<file path="src/rtl/prf_config.svh">
`ifndef PRF_CONFIG_SVH
`define PRF_CONFIG_SVH

// ==========================================================================
// physical register file sizing
// ==========================================================================

// physical registers, tag must cover all of them
`define PRF_PHY_REG_NUM 64
`define PRF_TAG_WIDTH   6

// data word width
`define PRF_XLEN        32

// two issue channels x two operands
`define PRF_RD_PORT_NUM 4

// common data bus channels
`define PRF_BC_NUM      2

// one lane per dispatch slot
`define PRF_ALLOC_NUM   4

`endif
</file>
<file path="src/rtl/prf_pkg.sv">
`include "prf_config.svh"

// ==========================================================================
// shared types for the register file
// ==========================================================================

package prf_pkg;

    // physical register tag
    // indexes both the value bank and the ready table
    typedef logic [`PRF_TAG_WIDTH-1:0] prf_tag_t;

    // one data word
    // as written back on the common data bus
    typedef logic [`PRF_XLEN-1:0] prf_word_t;

endpackage

</file>
<file path="src/rtl/prf_port_if.sv">
`timescale 1ns/1ns

`include "prf_config.svh"

// ==========================================================================
// internal bundle between bank, ready table and operand combiner
// ==========================================================================

interface prf_port_if;

    // read side, one entry per operand port
    prf_pkg::prf_tag_t                 rd_tag     [`PRF_RD_PORT_NUM];

    // common data bus, one entry per channel
    logic      [`PRF_BC_NUM-1:0]       bc_valid;
    prf_pkg::prf_tag_t                 bc_tag     [`PRF_BC_NUM];
    prf_pkg::prf_word_t                bc_value   [`PRF_BC_NUM];

    // per-part read results, pre-edge state
    prf_pkg::prf_word_t                bank_value [`PRF_RD_PORT_NUM];
    logic      [`PRF_RD_PORT_NUM-1:0]  tbl_ready;

    // value bank side
    modport bank (
        input  rd_tag, bc_valid, bc_tag, bc_value,
        output bank_value
    );

    // ready table side
    modport tbl (
        input  rd_tag, bc_valid, bc_tag,
        output tbl_ready
    );

    // combiner only listens
    modport combiner (
        input  rd_tag, bc_valid, bc_tag, bc_value, bank_value, tbl_ready
    );

endinterface

</file>
<file path="src/rtl/prf_ready_table.sv">
`timescale 1ns/1ns

`include "prf_config.svh"

// ==========================================================================
// ready table: one valid bit per physical register
// ==========================================================================

module prf_ready_table (
    input  logic                        clk_i,
    input  logic                        reset_i,
    // dispatch allocation lanes
    input  logic [`PRF_ALLOC_NUM-1:0]   alloc_valid_i,
    input  prf_pkg::prf_tag_t           alloc_tag_i [`PRF_ALLOC_NUM],
    prf_port_if.tbl                     port_if
);

    // bit r high means register r holds a produced value
    logic [`PRF_PHY_REG_NUM-1:0] ready_q;
    logic [`PRF_PHY_REG_NUM-1:0] ready_d;

    // ----------------------------------------------------------------------
    // next state
    // ----------------------------------------------------------------------

    always_comb begin
        ready_d = ready_q;
        // completed results become ready
        for (int ch = 0; ch < `PRF_BC_NUM; ch++) begin
            if (port_if.bc_valid[ch]) begin
                ready_d[port_if.bc_tag[ch]] = 1'b1;
            end
        end
        // clear pass comes last, allocation beats broadcast
        for (int a = 0; a < `PRF_ALLOC_NUM; a++) begin
            if (alloc_valid_i[a]) begin
                ready_d[alloc_tag_i[a]] = 1'b0;
            end
        end
    end

    // ----------------------------------------------------------------------
    // state
    // ----------------------------------------------------------------------

    always_ff @(posedge clk_i) begin
        if (reset_i) begin
            // nothing in flight after reset, all ready
            ready_q <= '1;
        end else begin
            ready_q <= ready_d;
        end
    end

    // ----------------------------------------------------------------------
    // read side
    // ----------------------------------------------------------------------

    // pre-edge bit, forwarding handled downstream
    always_comb begin
        for (int p = 0; p < `PRF_RD_PORT_NUM; p++) begin
            port_if.tbl_ready[p] = ready_q[port_if.rd_tag[p]];
        end
    end

endmodule

</file>
<file path="src/flat_wrapper.sv">
// flat-port wrapper written by rule: the top's interface ports become plain ports
module prf_ready_table_flat 
  (clk_i, reset_i, alloc_valid_i, alloc_tag_i, port_if_rd_tag, port_if_bc_valid, port_if_bc_tag, port_if_tbl_ready);
  prf_port_if port_if_i ();
  input  logic clk_i;
  input  logic reset_i;
  input  logic [`PRF_ALLOC_NUM-1:0] alloc_valid_i;
  input  prf_pkg::prf_tag_t alloc_tag_i[`PRF_ALLOC_NUM];
  input wire logic [$bits(port_if_i.rd_tag)-1:0] port_if_rd_tag;
  input wire logic [$bits(port_if_i.bc_valid)-1:0] port_if_bc_valid;
  input wire logic [$bits(port_if_i.bc_tag)-1:0] port_if_bc_tag;
  output wire logic [$bits(port_if_i.tbl_ready)-1:0] port_if_tbl_ready;
  assign port_if_i.rd_tag = {>>{port_if_rd_tag}};
  assign port_if_i.bc_valid = port_if_bc_valid;
  assign port_if_i.bc_tag = {>>{port_if_bc_tag}};
  assign port_if_tbl_ready = port_if_i.tbl_ready;
  prf_ready_table u_core (.clk_i(clk_i), .reset_i(reset_i), .alloc_valid_i(alloc_valid_i), .alloc_tag_i(alloc_tag_i), .port_if(port_if_i));
endmodule
</file>
<file path="config.mk">
export PLATFORM = sky130hd
export DESIGN_NAME = prf_ready_table_flat
export DESIGN_NICKNAME = d
export VERILOG_FILES = /design/src/rtl/prf_pkg.sv /design/src/rtl/prf_port_if.sv /design/src/rtl/prf_ready_table.sv /design/src/flat_wrapper.sv
export VERILOG_INCLUDE_DIRS = /design/src /design/src/rtl
export SDC_FILE = /design/constraint.sdc
export NUM_CORES = 1
export LEC_CHECK = 0
export ABC_AREA = 1
export BUFFER_PORTS_ARGS = -buffer_cell sky130_fd_sc_hd__buf_2
export CORE_MARGIN = 3
export CORE_UTILIZATION = 30
export DETAILED_ROUTE_END_ITERATION = 6
export PLACE_DENSITY = 0.58
export SLEW_MARGIN = 20
export SYNTH_ARGS = -nofsm -noshare
export SYNTH_HDL_FRONTEND = slang
export SYNTH_SLANG_ARGS = --single-unit
</file>
<file path="constraint.sdc">
create_clock -name clk_i -period 1.2 [get_ports clk_i]
set_input_delay 0.12 -clock clk_i [delete_from_list [all_inputs] [get_ports clk_i]]
set_output_delay 0.12 -clock clk_i [all_outputs]
set_load 0.005 [all_outputs]
</file>
Yosys cells after proc, flatten, opt, wreduce, memory -nomap -nowiden
Index checks and enable logic that the tools add are counted.
- word-level logic and storage cells: 59
- RAM bits: 0
- bits in registers: 64
- bits in read-only memories: 0
- output and inout bits: 4
- memories kept: 0
- input port bits: 68
- bits in latches: 0
- divide/modulo/power cells: 0
- order comparisons: 16
- equality and inequality tests: 0
- bitwise logic cells: 10
- shift-type cells: 0
- mux-type cells: 26
- multiply operators: 0
- reduce and logical (&&, ||, !) cells: 6
- add/sub/neg operators: 0
- operator list (cell ; count):
    64-bit 2-to-1 mux ; 6
    64-bit AND ; 4
    64-bit inverter ; 4
    64-bit OR ; 2
    6-bit by 7-bit less-than comparator with 1-bit output, second input constant ; 10
    1-bit demux with 6-bit select ; 6
    6-bit by 1-bit greater-or-equal comparator with 1-bit output, second input constant ; 6
    1-bit binary-select mux with 6-bit select ; 4
    1-bit 2-to-1 mux ; 10
    1-bit logical AND ; 6

Depth between registers and ports, before layout
Gate-level depths: netlist (run 1).
- depth after elaboration: 16
- mapped depth: 11

Worst setup path before layout (run 1)
OpenSTA, ideal clock, no wires.
- kind: input to output
- start: input port port_if_rd_tag[12]
- end: output port port_if_tbl_ready[1]
- setup slack: 0.097 ns
- path buffers: 2
- arrival: 0.983 ns
- stages: 11
- path through: buf_2 > inv_1 > buf_4 > nand2_1 > nand3_1 > nand3_1 > nand2_1 > nand2_1 > nand3_1 > nand3_1 > nand2_1
- word-level cells in the longest chain between the ends: 2
- RTL lines (what ; RTL line ; RTL):
    start: declaration ; flat_wrapper.sv:9 ; input wire logic [$bits(port_if_i.rd_tag)-1:0] port_if_rd_tag;
    1-bit binary-select mux with 6-bit select ; prf_ready_table.sv:62 ; port_if.tbl_ready[p] = ready_q[port_if.rd_tag[p]];
    1-bit 2-to-1 mux (not written as such) ; prf_ready_table.sv:62 ;
    end: declaration ; flat_wrapper.sv:12 ; output wire logic [$bits(port_if_i.tbl_ready)-1:0] port_if_tbl_ready;
Every way passes these cells. The select of a mux whose other input is x is not followed.

Worst setup path after layout (run 1)
- start: register u_core.ready_q[51]
- end: output port port_if_tbl_ready[0]
- word-level cells in the longest chain between the ends: 2
- RTL lines (what ; RTL line ; RTL):
    start: declaration ; prf_ready_table.sv:19 ; logic [`PRF_PHY_REG_NUM-1:0] ready_q;
    start signal: assignment ; prf_ready_table.sv:51 ; ready_q <= ready_d;
    1-bit binary-select mux with 6-bit select ; prf_ready_table.sv:62 ;
    1-bit 2-to-1 mux (not written as such) ; prf_ready_table.sv:62 ;
Every way passes these cells. The select of a mux whose other input is x is not followed.

==> results of run 1 <==
[report_power, final]
group          switching (uW)  internal, uW  total, uW
logic                    1450           986       2430
registers                 186          2090       2280
clock network            1020          1460       2480
total                    2650          4540       7190
[per-layer routing]
| metal | global-route usage (%) | up-vias | routed length, um |
|---|---|---|---|
| met5 | 0 | - | 0 |
| met4 | 16.9 | 0 | 3000 |
| met3 | 7.42 | 210 | 4880 |
| met2 | 44.5 | 754 | 16500 |
| met1 | 36.5 | 4973 | 14400 |
| li1 | - | 5159 | - |
[stage by stage]
step / std cells / TNS, ns / util (%) / area, sq um / worst slack (ns)
global route: 1948 / -1.83 / 44.0 / 10400 / -0.474
detailed placement: 1945 / -7.54 / 41.9 / 9920 / -0.209
floorplan: 1369 / 0 / - / 7300 / 0.0972
global placement: 1945 / -7.06 / 41.9 / 9920 / -0.206
finish: 1948 / -1.44 / 44.0 / 10400 / -0.381
CTS: 1945 / -1.35 / 42.8 / 10100 / -0.358
[cell type report]
class | instances | share of cell area (%)
inverter | 118 | 4.26
tap | 319 | 3.83
timing repair buffer | 296 | 21.2
clock buffer | 10 | 2.29
sequential | 64 | 14.6
clock inverter | 6 | 0.420
multi-input combinational | 1135 | 53.4
[cell families after synthesis]
family	count (synthesis)	synth area share [%]
DFF	64	17.6
AOI/OAI and AO/OA	233	19.3
buffers and inverters	170	10.2
and+or+nand+nor	902	52.9
[how the worst min path moves through the flow]
stage                       startpoint  slack (ns)                             to  depth (start not counted)
floorplan                      reset_i        0.25  u_core.ready_q[38]$_SDFF_PP1_                          2
global placement    port_if_rd_tag[11]        0.56           port_if_tbl_ready[2]                          4
detailed placement  port_if_rd_tag[11]        0.55           port_if_tbl_ready[2]                          4
CTS                            reset_i        0.22  u_core.ready_q[26]$_SDFF_PP1_                          4
global route                   reset_i        0.24  u_core.ready_q[36]$_SDFF_PP1_                          4
finish                         reset_i        0.22  u_core.ready_q[26]$_SDFF_PP1_                          4
[worst max-delay path, delay by kind of cell (launching register included)]
family	cells	cell delay, ns
DFF	1	0.40
and+or+nand+nor	8	0.62
buffers and inverters	1	0.10
[repair_timing]
action	4_1_cts	5_1_grt
gates resized for setup	132	76
hold buffers	0	0
setup buffers	1	3
pin swaps	71	45
setup endpoints to repair	4	7
[cell usage in the layout (no fill, tap or decap), types with 2 or more instances in the layout]
master,n
sky130_fd_sc_hd__nand2_1,439
sky130_fd_sc_hd__nand3_1,234
sky130_fd_sc_hd__buf_4,212
sky130_fd_sc_hd__nor2_1,120
sky130_fd_sc_hd__inv_1,110
sky130_fd_sc_hd__o22ai_1,81
sky130_fd_sc_hd__buf_2,71
sky130_fd_sc_hd__dfxtp_4,63
sky130_fd_sc_hd__o21ai_0,53
sky130_fd_sc_hd__nand2_2,42
sky130_fd_sc_hd__nand3_2,41
sky130_fd_sc_hd__a21oi_1,36
sky130_fd_sc_hd__a31oi_1,19
sky130_fd_sc_hd__o31ai_1,14
sky130_fd_sc_hd__buf_12,13
sky130_fd_sc_hd__o2111ai_1,11
sky130_fd_sc_hd__clkbuf_16,9
sky130_fd_sc_hd__inv_2,7
sky130_fd_sc_hd__nand4_1,6
sky130_fd_sc_hd__nor3_1,5
sky130_fd_sc_hd__o21ai_1,5
sky130_fd_sc_hd__a22oi_1,4
sky130_fd_sc_hd__or2_2,3
sky130_fd_sc_hd__nor2_4,3
sky130_fd_sc_hd__o21a_1,3
sky130_fd_sc_hd__clkinv_2,3
sky130_fd_sc_hd__o211ai_1,3
sky130_fd_sc_hd__nor2_2,2
sky130_fd_sc_hd__nand2_4,2
sky130_fd_sc_hd__nor3_2,2
sky130_fd_sc_hd__a2bb2oi_1,2
sky130_fd_sc_hd__clkinv_4,2
==> qor.json, run 1 <==
{
  "overall_die_area": {"value": 26200, "unit": "sq um"},
  "synth.avg_cell_area": {"value": 5.33, "unit": "sq um"},
  "r2r.worst_path.cells": {"value": 4},
  "cellPowerDensity": {"value": 690, "unit": "nW/um^2"},
  "top_area_cell_type_share_of_the_netlist_area": {"value": 24.7, "unit": "%"},
  "final_period_minus_worst_setup_slack": {"value": 1.58, "unit": "ns"},
  "maxCapViolCount": {"value": 0},
  "path_clk_slew": {"value": 0.06, "unit": "ns"},
  "cts_tree": {"value": "built"},
  "critical_path.endpoint": {"value": "port_if_tbl_ready[0]"},
  "regArea": {"value": 1520, "unit": "sq um"},
  "postSynth.topFlopCell": {"value": "sky130_fd_sc_hd__dfxtp_1"},
  "syn2layout_area_growth": {"value": 42.8, "unit": "%"},
  "synth_async_sr_flop_share": {"value": 0, "unit": "%"},
  "critical_path.cell_chain": {"value": "nand2_1 > nand3_2 > nand3_2 > nand2_1 > nand2_1 > nand3_2 > nand3_2 > nand2_2 > buf_2"},
  "final.setup.worst_slack": {"value": -0.381, "unit": "ns"},
  "vias": {"value": 11100},
  "grt_max_degree": {"value": 65},
  "power": {"value": 7190, "unit": "uW"},
  "start_kind": {"value": "flip-flop"},
  "whs": {"value": 0.216, "unit": "ns"},
  "critical_path.endpoint_type": {"value": "output port"},
  "num-fill-cells": {"value": 2607},
  "ys_seq_elements": {"value": 64},
  "count_of_cell_types_in_the_netlist": {"value": 35},
  "cell_count_after_synthesis": {"value": 1369},
  "crit-reg2reg-capture": {"value": "u_core.ready_q[7]$_SDFF_PP1_"},
  "hold_class": {"value": "in -> reg"},
  "design.core.area": {"value": 23700, "unit": "sq um"},
  "floorplan.die.height": {"value": 162, "unit": "um"},
  "pin_count": {"value": 72},
  "multi_input_comb_area": {"value": 5570, "unit": "sq um"},
  "timing.critical_path.mode_cell": {"value": "sky130_fd_sc_hd__nand3_2"},
  "core.rowCount": {"value": 56},
  "crit_start": {"value": "u_core.ready_q[51]$_SDFF_PP1_"},
  "setup_viol": {"value": 4},
  "cts_max_path_buffers": {"value": 2},
  "globalplace.congestion": {"value": 1.11},
  "syn_nets": {"value": 1437},
  "worstPathArrival": {"value": 1.46, "unit": "ns"},
  "initial_antenna_violation_count": {"value": 0},
  "worstSetupPathType": {"value": "reg -> out"},
  "grt.overflow.total": {"value": 0},
  "clock_insertion_delay_worst_skew": {"value": 0.34, "unit": "ns"},
  "wire_length_of_the_first_global_routing_pass": {"value": 59200, "unit": "um"},
  "finalCritPeriodShare": {"value": 132, "unit": "%"},
  "cp_slowest_stage_delay": {"value": 0.40, "unit": "ns"},
  "seq_area_frac_synth": {"value": 17.6, "unit": "%"},
  "layout_cell_share_with_drive_strength_beyond_1": {"value": 29.6, "unit": "%"},
  "measured_slew_at_the_worst_slew_check_pin": {"value": 0.393, "unit": "ns"},
  "max_flop_register": {"value": "u_core.ready_q"},
  "skew": {"value": 0, "unit": "ns"},
  "layout.nets": {"value": 1692},
  "postRouteWirelength": {"value": 38800, "unit": "um"},
  "route.detailed.wl_per_inst": {"value": 19.9, "unit": "um"},
  "drt.antenna.violating_nets": {"value": 0},
  "synth_most_common_cell": {"value": "sky130_fd_sc_hd__nand2_1"},
  "maxSlewViolCount": {"value": 0},
  "peakVddDrop": {"value": 0.459, "unit": "mV"},
  "synth.largest_area_cell": {"value": "sky130_fd_sc_hd__nand2_1"},
  "synth-edff-count": {"value": 0},
  "flop2flop_setup_slack": {"value": 0.05, "unit": "ns"},
  "cts-htree-levels": {"value": 3},
  "initial_cell_density_of_the_core": {"value": 30.8, "unit": "%"},
  "gr-usage-all-layers": {"value": 28.9, "unit": "%"},
  "die_w": {"value": 162, "unit": "um"},
  "unrepaired_setup_endpoints_after_global_routing": {"value": "yes"},
  "yosys_warnings": {"value": 0},
  "outcome": {"value": "finished, violations left"},
  "first_iter_violations": {"value": 1702},
  "slowest_stage": {"value": "sky130_fd_sc_hd__dfxtp_4"},
  "static_leakage": {"value": 0.00527, "unit": "uW"},
  "drcViolationCount": {"value": 0},
  "achievable-frequency": {"value": 633, "unit": "MHz"},
  "critical_path_peak_fanout": {"value": 5},
  "violations": {"value": "setup timing"},
  "max_reg_flops": {"value": 64},
  "first_global_vias": {"value": 10300},
  "finalHoldViolCount": {"value": 0},
  "worst_r2r_startpoint": {"value": "u_core.ready_q[7]$_SDFF_PP1_"},
  "critical_path_required": {"value": 1.08, "unit": "ns"},
  "maxSlewHeadroom": {"value": 73.7, "unit": "%"},
  "synth_top_cells_by_area": {"value": "sky130_fd_sc_hd__nand2_1, sky130_fd_sc_hd__nand3_1, sky130_fd_sc_hd__dfxtp_1"},
  "dr.pass1.iters": {"value": 6},
  "avgViaCountPerCell": {"value": 5.70},
  "antenna_cells": {"value": 0},
  "detailed_placer_s_ending_hpwl": {"value": 29800, "unit": "um"},
  "synth.top_cells.by_count": {"value": "sky130_fd_sc_hd__nand2_1, sky130_fd_sc_hd__nand3_1, sky130_fd_sc_hd__nor2_1"},
  "mappedNetlistArea": {"value": 7300, "unit": "sq um"},
  "numPortBuffers": {"value": 71},
  "cts_sinks": {"value": 64},
  "largest_registers": {"value": "u_core.ready_q: 64 flops"},
  "clock-root-buffer": {"value": "sky130_fd_sc_hd__clkbuf_16"},
  "cts_buffers": {"value": 9}
}
Note: power is estimated with default switching activity, not from simulation.
==> run 2: changes to the inputs <==
--- a/config.mk
+++ b/config.mk
@@ -8,10 +8,12 @@
 export LEC_CHECK = 0
 export ABC_AREA = 1
 export BUFFER_PORTS_ARGS = -buffer_cell sky130_fd_sc_hd__buf_2
+export CELL_PAD_IN_SITES_DETAIL_PLACEMENT = 0
+export CELL_PAD_IN_SITES_GLOBAL_PLACEMENT = 1
 export CORE_MARGIN = 3
 export CORE_UTILIZATION = 30
 export DETAILED_ROUTE_END_ITERATION = 6
-export PLACE_DENSITY = 0.58
+export PLACE_DENSITY = 0.75
 export SLEW_MARGIN = 20
 export SYNTH_ARGS = -nofsm -noshare
 export SYNTH_HDL_FRONTEND = slang
==> qor.json, run 2 (synthesis results as in run 1) <==
{
  "outcome": {"value": "finished, violations left"},
  "violations": {"value": "setup timing"},
  "maxSlewViolCount": {"value": 0, "change": "unchanged"},
  "route.detailed.wl_per_inst": {"value": 20.6, "unit": "um", "change": "+3.2%"},
  "cts-htree-levels": {"value": 3, "change": "unchanged"},
  "cts_tree": {"value": "built"},
  "setup_viol": {"value": 4, "change": "unchanged"},
  "cts_buffers": {"value": 9, "change": "unchanged"},
  "numPortBuffers": {"value": 71, "change": "unchanged"},
  "grt.overflow.total": {"value": 0, "change": "unchanged"},
  "layout.cell_area.non_filler": {"value": 10800, "unit": "sq um", "change": "+3.5%"},
  "unrepaired_setup_endpoints_after_global_routing": {"value": "yes"},
  "vias": {"value": 11100, "change": "+0.12%"},
  "layout_commonest_cell": {"value": "sky130_fd_sc_hd__nand2_1"},
  "detailed_placer_s_ending_hpwl": {"value": 31200, "unit": "um", "change": "+4.6%"},
  "first_iter_violations": {"value": 1370, "change": "-20%"},
  "critical_path_required": {"value": 1.08, "unit": "ns", "change": "about the same"},
  "combPwrFrac": {"value": 31.6, "unit": "%", "change": "-2.2 points"},
  "peakVddDrop": {"value": 0.623, "unit": "mV", "change": "+36%"},
  "finalHoldViolCount": {"value": 0, "change": "unchanged"},
  "achievable-frequency": {"value": 632, "unit": "MHz", "change": "about the same"},
  "skew": {"value": 0, "unit": "ns", "change": "unchanged"},
  "start_kind": {"value": "flip-flop"},
  "wire_length_of_the_first_global_routing_pass": {"value": 60900, "unit": "um", "change": "+2.8%"},
  "drcViolationCount": {"value": 0, "change": "unchanged"},
  "overall_die_area": {"value": 26200, "unit": "sq um", "change": "unchanged"},
  "initial_antenna_violation_count": {"value": 0, "change": "unchanged"},
  "max_flop_register": {"value": "u_core.ready_q"},
  "critical_path.cell_chain": {"value": "nand2_1 > nand3_1 > nand3_1 > nand2_1 > nand2_1 > nand3_1 > nand3_1 > nand2_1 > buf_2"},
  "final.setup.worst_slack": {"value": -0.383, "unit": "ns", "change": "-0.00154 ns"},
  "largest_registers": {"value": "u_core.ready_q: 64 flops"},
  "clock_insertion_delay_worst_skew": {"value": 0.33, "unit": "ns", "change": "about the same"},
  "maxSlewHeadroom": {"value": 72.3, "unit": "%", "change": "-1.4 points"},
  "pin_count": {"value": 72, "change": "unchanged"},
  "design.core.area": {"value": 23700, "unit": "sq um", "change": "unchanged"},
  "max_reg_flops": {"value": 64, "change": "unchanged"},
  "antenna_cells": {"value": 0, "change": "unchanged"},
  "mostFrequentLayoutCells": {"value": "sky130_fd_sc_hd__nand2_1, sky130_fd_sc_hd__nand3_1, sky130_fd_sc_hd__buf_4"},
  "core.rowCount": {"value": 56, "change": "unchanged"},
  "cellPowerDensity": {"value": 730, "unit": "nW/um^2", "change": "+5.8%"},
  "cp_slowest_stage_delay": {"value": 0.42, "unit": "ns", "change": "+0.02 ns"},
  "path_delay_family": {"value": "simple AND/OR/NAND/NOR gates"},
  "critical_path_peak_fanout": {"value": 5, "change": "unchanged"},
  "critical_path.endpoint_type": {"value": "output port"},
  "worstPathArrival": {"value": 1.46, "unit": "ns", "change": "about the same"},
  "clock-root-buffer": {"value": "sky130_fd_sc_hd__clkbuf_16"},
  "worst-path-buf-inv": {"value": 1, "change": "unchanged"},
  "globalplace.congestion": {"value": 1.03, "change": "-7.3%"},
  "cts_sinks": {"value": 64, "change": "unchanged"},
  "cts_max_path_buffers": {"value": 2, "change": "unchanged"},
  "finalCritPeriodShare": {"value": 132, "unit": "%", "change": "about the same"},
  "slowest_stage": {"value": "sky130_fd_sc_hd__dfxtp_4"},
  "initial_cell_density_of_the_core": {"value": 30.8, "unit": "%", "change": "unchanged"},
  "layout_cell_share_with_drive_strength_beyond_1": {"value": 30.7, "unit": "%", "change": "+1.2 points"},
  "first_global_vias": {"value": 10100, "change": "-2.0%"},
  "avgViaCountPerCell": {"value": 5.64, "change": "-0.90%"},
  "hold_class": {"value": "in -> reg"},
  "gr-usage-all-layers": {"value": 30.2, "unit": "%", "change": "+1.3 points"},
  "switching_share": {"value": 34.3, "unit": "%", "change": "-2.6 points"},
  "measured_slew_at_the_worst_slew_check_pin": {"value": 0.415, "unit": "ns", "change": "+0.0216 ns"},
  "layout.nets": {"value": 1712, "change": "+1.2%"},
  "netSwitchingPower": {"value": 2700, "unit": "uW", "change": "+1.8%"},
  "share_seq_of_total_power": {"value": 29.0, "unit": "%", "change": "-2.7 points"},
  "power": {"value": 7870, "unit": "uW", "change": "+9.4%"},
  "grt_max_degree": {"value": 65, "change": "unchanged"},
  "worstSetupPathType": {"value": "reg -> out"},
  "maxCapViolCount": {"value": 0, "change": "unchanged"},
  "postCtsHoldBufs": {"value": 0, "change": "unchanged"},
  "path_clk_slew": {"value": 0.06, "unit": "ns", "change": "about the same"},
  "drt.antenna.violating_nets": {"value": 0, "change": "unchanged"},
  "final_period_minus_worst_setup_slack": {"value": 1.58, "unit": "ns", "change": "+0.00154 ns"},
  "power_report.internal_total": {"value": 5170, "unit": "uW", "change": "+14%"},
  "floorplan.die.height": {"value": 162, "unit": "um", "change": "unchanged"},
  "die_w": {"value": 162, "unit": "um", "change": "unchanged"},
  "power.share.clock": {"value": 39.4, "unit": "%", "change": "+4.9 points"},
  "syn2layout_area_growth": {"value": 47.8, "unit": "%"},
  "static_leakage": {"value": 0.00544, "unit": "uW", "change": "+3.2%"},
  "postRouteWirelength": {"value": 40500, "unit": "um", "change": "+4.2%"},
  "dr.pass1.iters": {"value": 6, "change": "unchanged"},
  "placed_cell_area": {"value": 10100, "unit": "sq um", "change": "+1.4%"}
}
==> run 2: cell types whose count changed in the layout (fill, tap and decap cells not counted), sizes merged <==
cell	change
buf	+20
bufinv	+3
clkinv	-3
inv	+2
clkbuf	-1
clkinvlp	-1
==> run 2: area by class of cell <==
type                       count  area [sq um]
fill                        2565         12900
timing repair buffer         316          2470
clock buffer                   9           225
multi-input combinational   1135          5610
tap                          319           399
inverter                     118           444
clock inverter                 7           125
sequential                    64          1510
==> run 2: worst paths after layout <==
path	to	from	slack (ns)	cells past startpoint
worst max-delay path	port_if_tbl_ready[2]	u_core.ready_q[21]$_SDFF_PP1_	-0.38	9
worst min-delay path	u_core.ready_q[36]$_SDFF_PP1_	reset_i	0.21	4
worst max register to register	u_core.ready_q[16]$_SDFF_PP1_	u_core.ready_q[16]$_SDFF_PP1_	0.03	6
worst min register to register	u_core.ready_q[57]$_SDFF_PP1_	u_core.ready_q[57]$_SDFF_PP1_	0.56	2
==> run 2: per-stage QoR <==
step / setup TNS [ns] / hold slack (ns) / util, % / setup slack [ns] / instances
2_1_floorplan: 0 / 0.251 / - / 0.0972 / 1369
3_3_place_gp: -6.51 / 0.551 / 42.5 / -0.223 / 1959
3_5_place_dp: -6.97 / 0.546 / 42.5 / -0.206 / 1959
4_1_cts: -1.38 / 0.212 / 44.3 / -0.363 / 1966
5_1_grt: -1.79 / 0.242 / 45.5 / -0.469 / 1968
6_report: -1.43 / 0.209 / 45.5 / -0.383 / 1968
==> run 2: repair_timing <==
| action | 4_1_cts | 5_1_grt |
|---|---|---|
| setup buffers | 2 | 5 |
| pin swaps | 40 | 44 |
| gates resized for setup | 136 | 81 |
| setup endpoints to repair | 7 | 9 |
==> run 2: power by group through the flow <==
stage | Combinational, uW | Sequential [uW] | Clock, uW
floorplan | 1280 | 2290 | 0
global placement | 2390 | 2360 | 0
detailed placement | 2400 | 2360 | 0
CTS | 2360 | 2270 | 3120
global route | 2740 | 2270 | 3210
finish | 2490 | 2280 | 3100
==> run 2: worst min-delay path, cell delays in order <==
cell and delay (ns):
sky130_fd_sc_hd__buf_2 0.08, sky130_fd_sc_hd__inv_2 0.03, sky130_fd_sc_hd__buf_12 0.18, sky130_fd_sc_hd__nand2_1 0.09
==> run 2: routing by layer <==
metal / up-vias / global-route usage [%] / wire length [um]
li1: 5209 / - / -
met1: 5124 / 40.8 / 16900
met2: 635 / 46.6 / 17600
met3: 141 / 4.16 / 3460
met4: 0 / 16.0 / 2430
met5: - / 0 / 0
==> run 3: changes to the inputs <==
--- a/config.mk
+++ b/config.mk
@@ -13,7 +13,7 @@
 export CORE_MARGIN = 3
 export CORE_UTILIZATION = 30
 export DETAILED_ROUTE_END_ITERATION = 6
-export PLACE_DENSITY = 0.75
+export PLACE_DENSITY = 0.78
 export SLEW_MARGIN = 20
 export SYNTH_ARGS = -nofsm -noshare
 export SYNTH_HDL_FRONTEND = slang
==> constraint.sdc (replaced) <==
create_clock -name clk_i -period 1.4 [get_ports clk_i]
set_input_delay 0.14 -clock clk_i [delete_from_list [all_inputs] [get_ports clk_i]]
set_output_delay 0.14 -clock clk_i [all_outputs]
set_load 0.005 [all_outputs]
==> qor.json, run 3 (synthesis results as in run 1) <==
{
  "core.rowCount": {"value": 56, "change": "unchanged"},
  "critical_path_required": {"value": 1.26, "unit": "ns", "change": "+0.18 ns"},
  "worstPathArrival": {"value": 1.45, "unit": "ns", "change": "about the same"},
  "route.detailed.wl_per_inst": {"value": 21.1, "unit": "um", "change": "+2.5%"},
  "detailed_placer_s_ending_hpwl": {"value": 29600, "unit": "um", "change": "-5.1%"},
  "drcViolationCount": {"value": 0, "change": "unchanged"},
  "num-fill-cells": {"value": 2583, "change": "+0.70%"},
  "violations": {"value": "setup timing"},
  "max_reg_flops": {"value": 64, "change": "unchanged"},
  "dr.pass1.iters": {"value": 6, "change": "unchanged"},
  "cts-htree-levels": {"value": 3, "change": "unchanged"},
  "worst_r2r_startpoint": {"value": "u_core.ready_q[4]$_SDFF_PP1_"},
  "timing.critical_path.mode_cell": {"value": "sky130_fd_sc_hd__nand3_2"},
  "first_iter_violations": {"value": 1597, "change": "+17%"},
  "r2r.worst_path.cells": {"value": 4, "change": "-2"},
  "maxCapViolCount": {"value": 0, "change": "unchanged"},
  "layout_cell_share_with_drive_strength_beyond_1": {"value": 29.5, "unit": "%", "change": "-1.3 points"},
  "grt.overflow.total": {"value": 0, "change": "unchanged"},
  "syn2layout_area_growth": {"value": 39.9, "unit": "%"},
  "static_leakage": {"value": 0.00506, "unit": "uW", "change": "-7.0%"},
  "mostFrequentLayoutCells": {"value": "sky130_fd_sc_hd__nand2_1, sky130_fd_sc_hd__nand3_1, sky130_fd_sc_hd__nor2_1"},
  "clock-root-buffer": {"value": "sky130_fd_sc_hd__clkbuf_16"},
  "globalplace.congestion": {"value": 1.02, "change": "-1.0%"},
  "cellPowerDensity": {"value": 627, "unit": "nW/um^2", "change": "-14%"},
  "overall_die_area": {"value": 26200, "unit": "sq um", "change": "unchanged"},
  "peakVddDrop": {"value": 0.410, "unit": "mV", "change": "-34%"},
  "placed_cell_area": {"value": 9240, "unit": "sq um", "change": "-8.1%"},
  "antenna_cells": {"value": 0, "change": "unchanged"},
  "critical_path.cell_chain": {"value": "buf_6 > nand2_2 > nand3_2 > nand3_2 > nand2_2 > nand2_1 > nand3_2 > nand3_2 > nand2_1 > buf_2"},
  "dpl_worst_slack": {"value": -0.234, "unit": "ns", "change": "-0.0284 ns"},
  "worstSetupPathType": {"value": "reg -> out"},
  "maxSlewHeadroom": {"value": 71.0, "unit": "%", "change": "-1.2 points"},
  "layout.cell_area.non_filler": {"value": 10200, "unit": "sq um", "change": "-5.3%"},
  "power": {"value": 6400, "unit": "uW", "change": "-19%"},
  "numPortBuffers": {"value": 71, "change": "unchanged"},
  "worstHoldPathCells": {"value": 3, "change": "-1"},
  "first_global_vias": {"value": 9638, "change": "-4.4%"},
  "cts_max_path_buffers": {"value": 2, "change": "unchanged"},
  "floorplan.die.height": {"value": 162, "unit": "um", "change": "unchanged"},
  "critical_path.endpoint_type": {"value": "output port"},
  "cts_sinks": {"value": 64, "change": "unchanged"},
  "achievable-frequency": {"value": 628, "unit": "MHz"},
  "cts_tree": {"value": "built"},
  "drt.antenna.violating_nets": {"value": 0, "change": "unchanged"},
  "finalCritPeriodShare": {"value": 114, "unit": "%"},
  "critical_path_peak_fanout": {"value": 3, "change": "-2"},
  "clock_insertion_delay_worst_skew": {"value": 0.34, "unit": "ns", "change": "about the same"},
  "maxSlewViolCount": {"value": 0, "change": "unchanged"},
  "unrepaired_setup_endpoints_after_global_routing": {"value": "yes"},
  "final_cells": {"value": 1870, "change": "-5.0%"},
  "avgViaCountPerCell": {"value": 5.76, "change": "+2.1%"},
  "vias": {"value": 10800, "change": "-3.0%"},
  "design.core.area": {"value": 23700, "unit": "sq um", "change": "unchanged"},
  "fin_util": {"value": 43.1, "unit": "%", "change": "-2.4 points"},
  "layout.nets": {"value": 1614, "change": "-5.7%"},
  "path_clk_slew": {"value": 0.05, "unit": "ns", "change": "about the same"},
  "gr-usage-all-layers": {"value": 29.1, "unit": "%", "change": "-1.0 points"},
  "hold_class": {"value": "in -> reg"},
  "start_kind": {"value": "flip-flop"},
  "initial_cell_density_of_the_core": {"value": 30.8, "unit": "%", "change": "unchanged"},
  "cts_buffers": {"value": 9, "change": "unchanged"},
  "max_flop_register": {"value": "u_core.ready_q"},
  "final_period_minus_worst_setup_slack": {"value": 1.59, "unit": "ns"},
  "final.setup.worst_slack": {"value": -0.193, "unit": "ns", "change": "+0.189 ns"},
  "whs_endpoint": {"value": "u_core.ready_q[16]$_SDFF_PP1_"},
  "initial_antenna_violation_count": {"value": 1, "change": "+1"},
  "cp_slowest_stage_delay": {"value": 0.36, "unit": "ns", "change": "-0.06 ns"},
  "finalHoldViolCount": {"value": 0, "change": "unchanged"},
  "grt_max_degree": {"value": 53, "change": "-18%"},
  "wire_length_of_the_first_global_routing_pass": {"value": 58600, "unit": "um", "change": "-3.8%"},
  "flop2flop_setup_slack": {"value": 0.11, "unit": "ns", "change": "+0.08 ns"},
  "postCtsHoldBufs": {"value": 0, "change": "unchanged"},
  "crit-reg2reg-capture": {"value": "u_core.ready_q[4]$_SDFF_PP1_"},
  "measured_slew_at_the_worst_slew_check_pin": {"value": 0.431, "unit": "ns", "change": "+0.0161 ns"},
  "die_w": {"value": 162, "unit": "um", "change": "unchanged"},
  "slowest_stage": {"value": "sky130_fd_sc_hd__dfxtp_4"},
  "largest_registers": {"value": "u_core.ready_q: 64 flops"},
  "pin_count": {"value": 72, "change": "unchanged"},
  "outcome": {"value": "finished, violations left"},
  "skew": {"value": 0, "unit": "ns", "change": "unchanged"},
  "layout_commonest_cell": {"value": "sky130_fd_sc_hd__nand2_1"},
  "worst_hold_startpoint": {"value": "reset_i"},
  "numPlacedInstances": {"value": 1855, "change": "-5.3%"},
  "postRouteWirelength": {"value": 39400, "unit": "um", "change": "-2.6%"},
  "setup_viol": {"value": 4, "change": "unchanged"}
}
[run 3: layout make-up]
class	count	area [sq um]	share of cell area [%]
flip-flops and latches	64	1490	14.6
clock buffers	11	253	2.48
multi-input cells	1135	5790	56.7
inverters	118	444	4.35
repair buffers	218	1770	17.4
well taps	319	399	3.91
clock inverters	5	62.6	0.613
[run 3: worst max-delay path by stage]
stage                                  startpoint                      endpoint  cells past startpoint  slack [ns]
finish              u_core.ready_q[60]$_SDFF_PP1_          port_if_tbl_ready[2]                     10       -0.19
global route        u_core.ready_q[40]$_SDFF_PP1_          port_if_tbl_ready[0]                     10       -0.29
CTS                 u_core.ready_q[60]$_SDFF_PP1_          port_if_tbl_ready[2]                     10       -0.20
detailed placement              port_if_bc_tag[4]  u_core.ready_q[4]$_SDFF_PP1_                      9       -0.23
global placement                port_if_bc_tag[4]  u_core.ready_q[4]$_SDFF_PP1_                      9       -0.25
floorplan                      port_if_rd_tag[12]          port_if_tbl_ready[1]                     11        0.26
[run 3: through the flow]
step,hold slack [ns],TNS (ns)
6_report,0.0871,-0.748
5_1_grt,0.107,-1.07
4_1_cts,0.0822,-0.756
3_5_place_dp,0.425,-0.288
3_3_place_gp,0.427,-0.396
2_1_floorplan,0.271,0
[run 3: per-layer routing]
layer	wire length, um	global-route usage, %
met1	15700	39.2
met2	16900	45.7
met3	4250	5.08
met4	2470	12.9
met5	9	0
[run 3: repair_timing]
item	CTS	global route
pin swaps	41	76
buffers inserted	2	5
endpoints found under the setup margin	4	4
resized for setup	118	141
hold endpoints to repair	0	0
[run 3: critical path, delay by kind of cell (launching register included)]
family	cells	cell delay (ns)
AND/OR/NAND/NOR	8	0.50
flip-flops	1	0.36
buffers and inverters	2	0.25
[run 3: power breakdown]
part	switching, uW	total (uW)	leakage, uW	internal [uW]
clock	886	2370	0.000148	1480
combinational	1290	2080	0.00440	789
sequential	137	1950	0.000511	1810
total	2320	6400	0.00506	4080
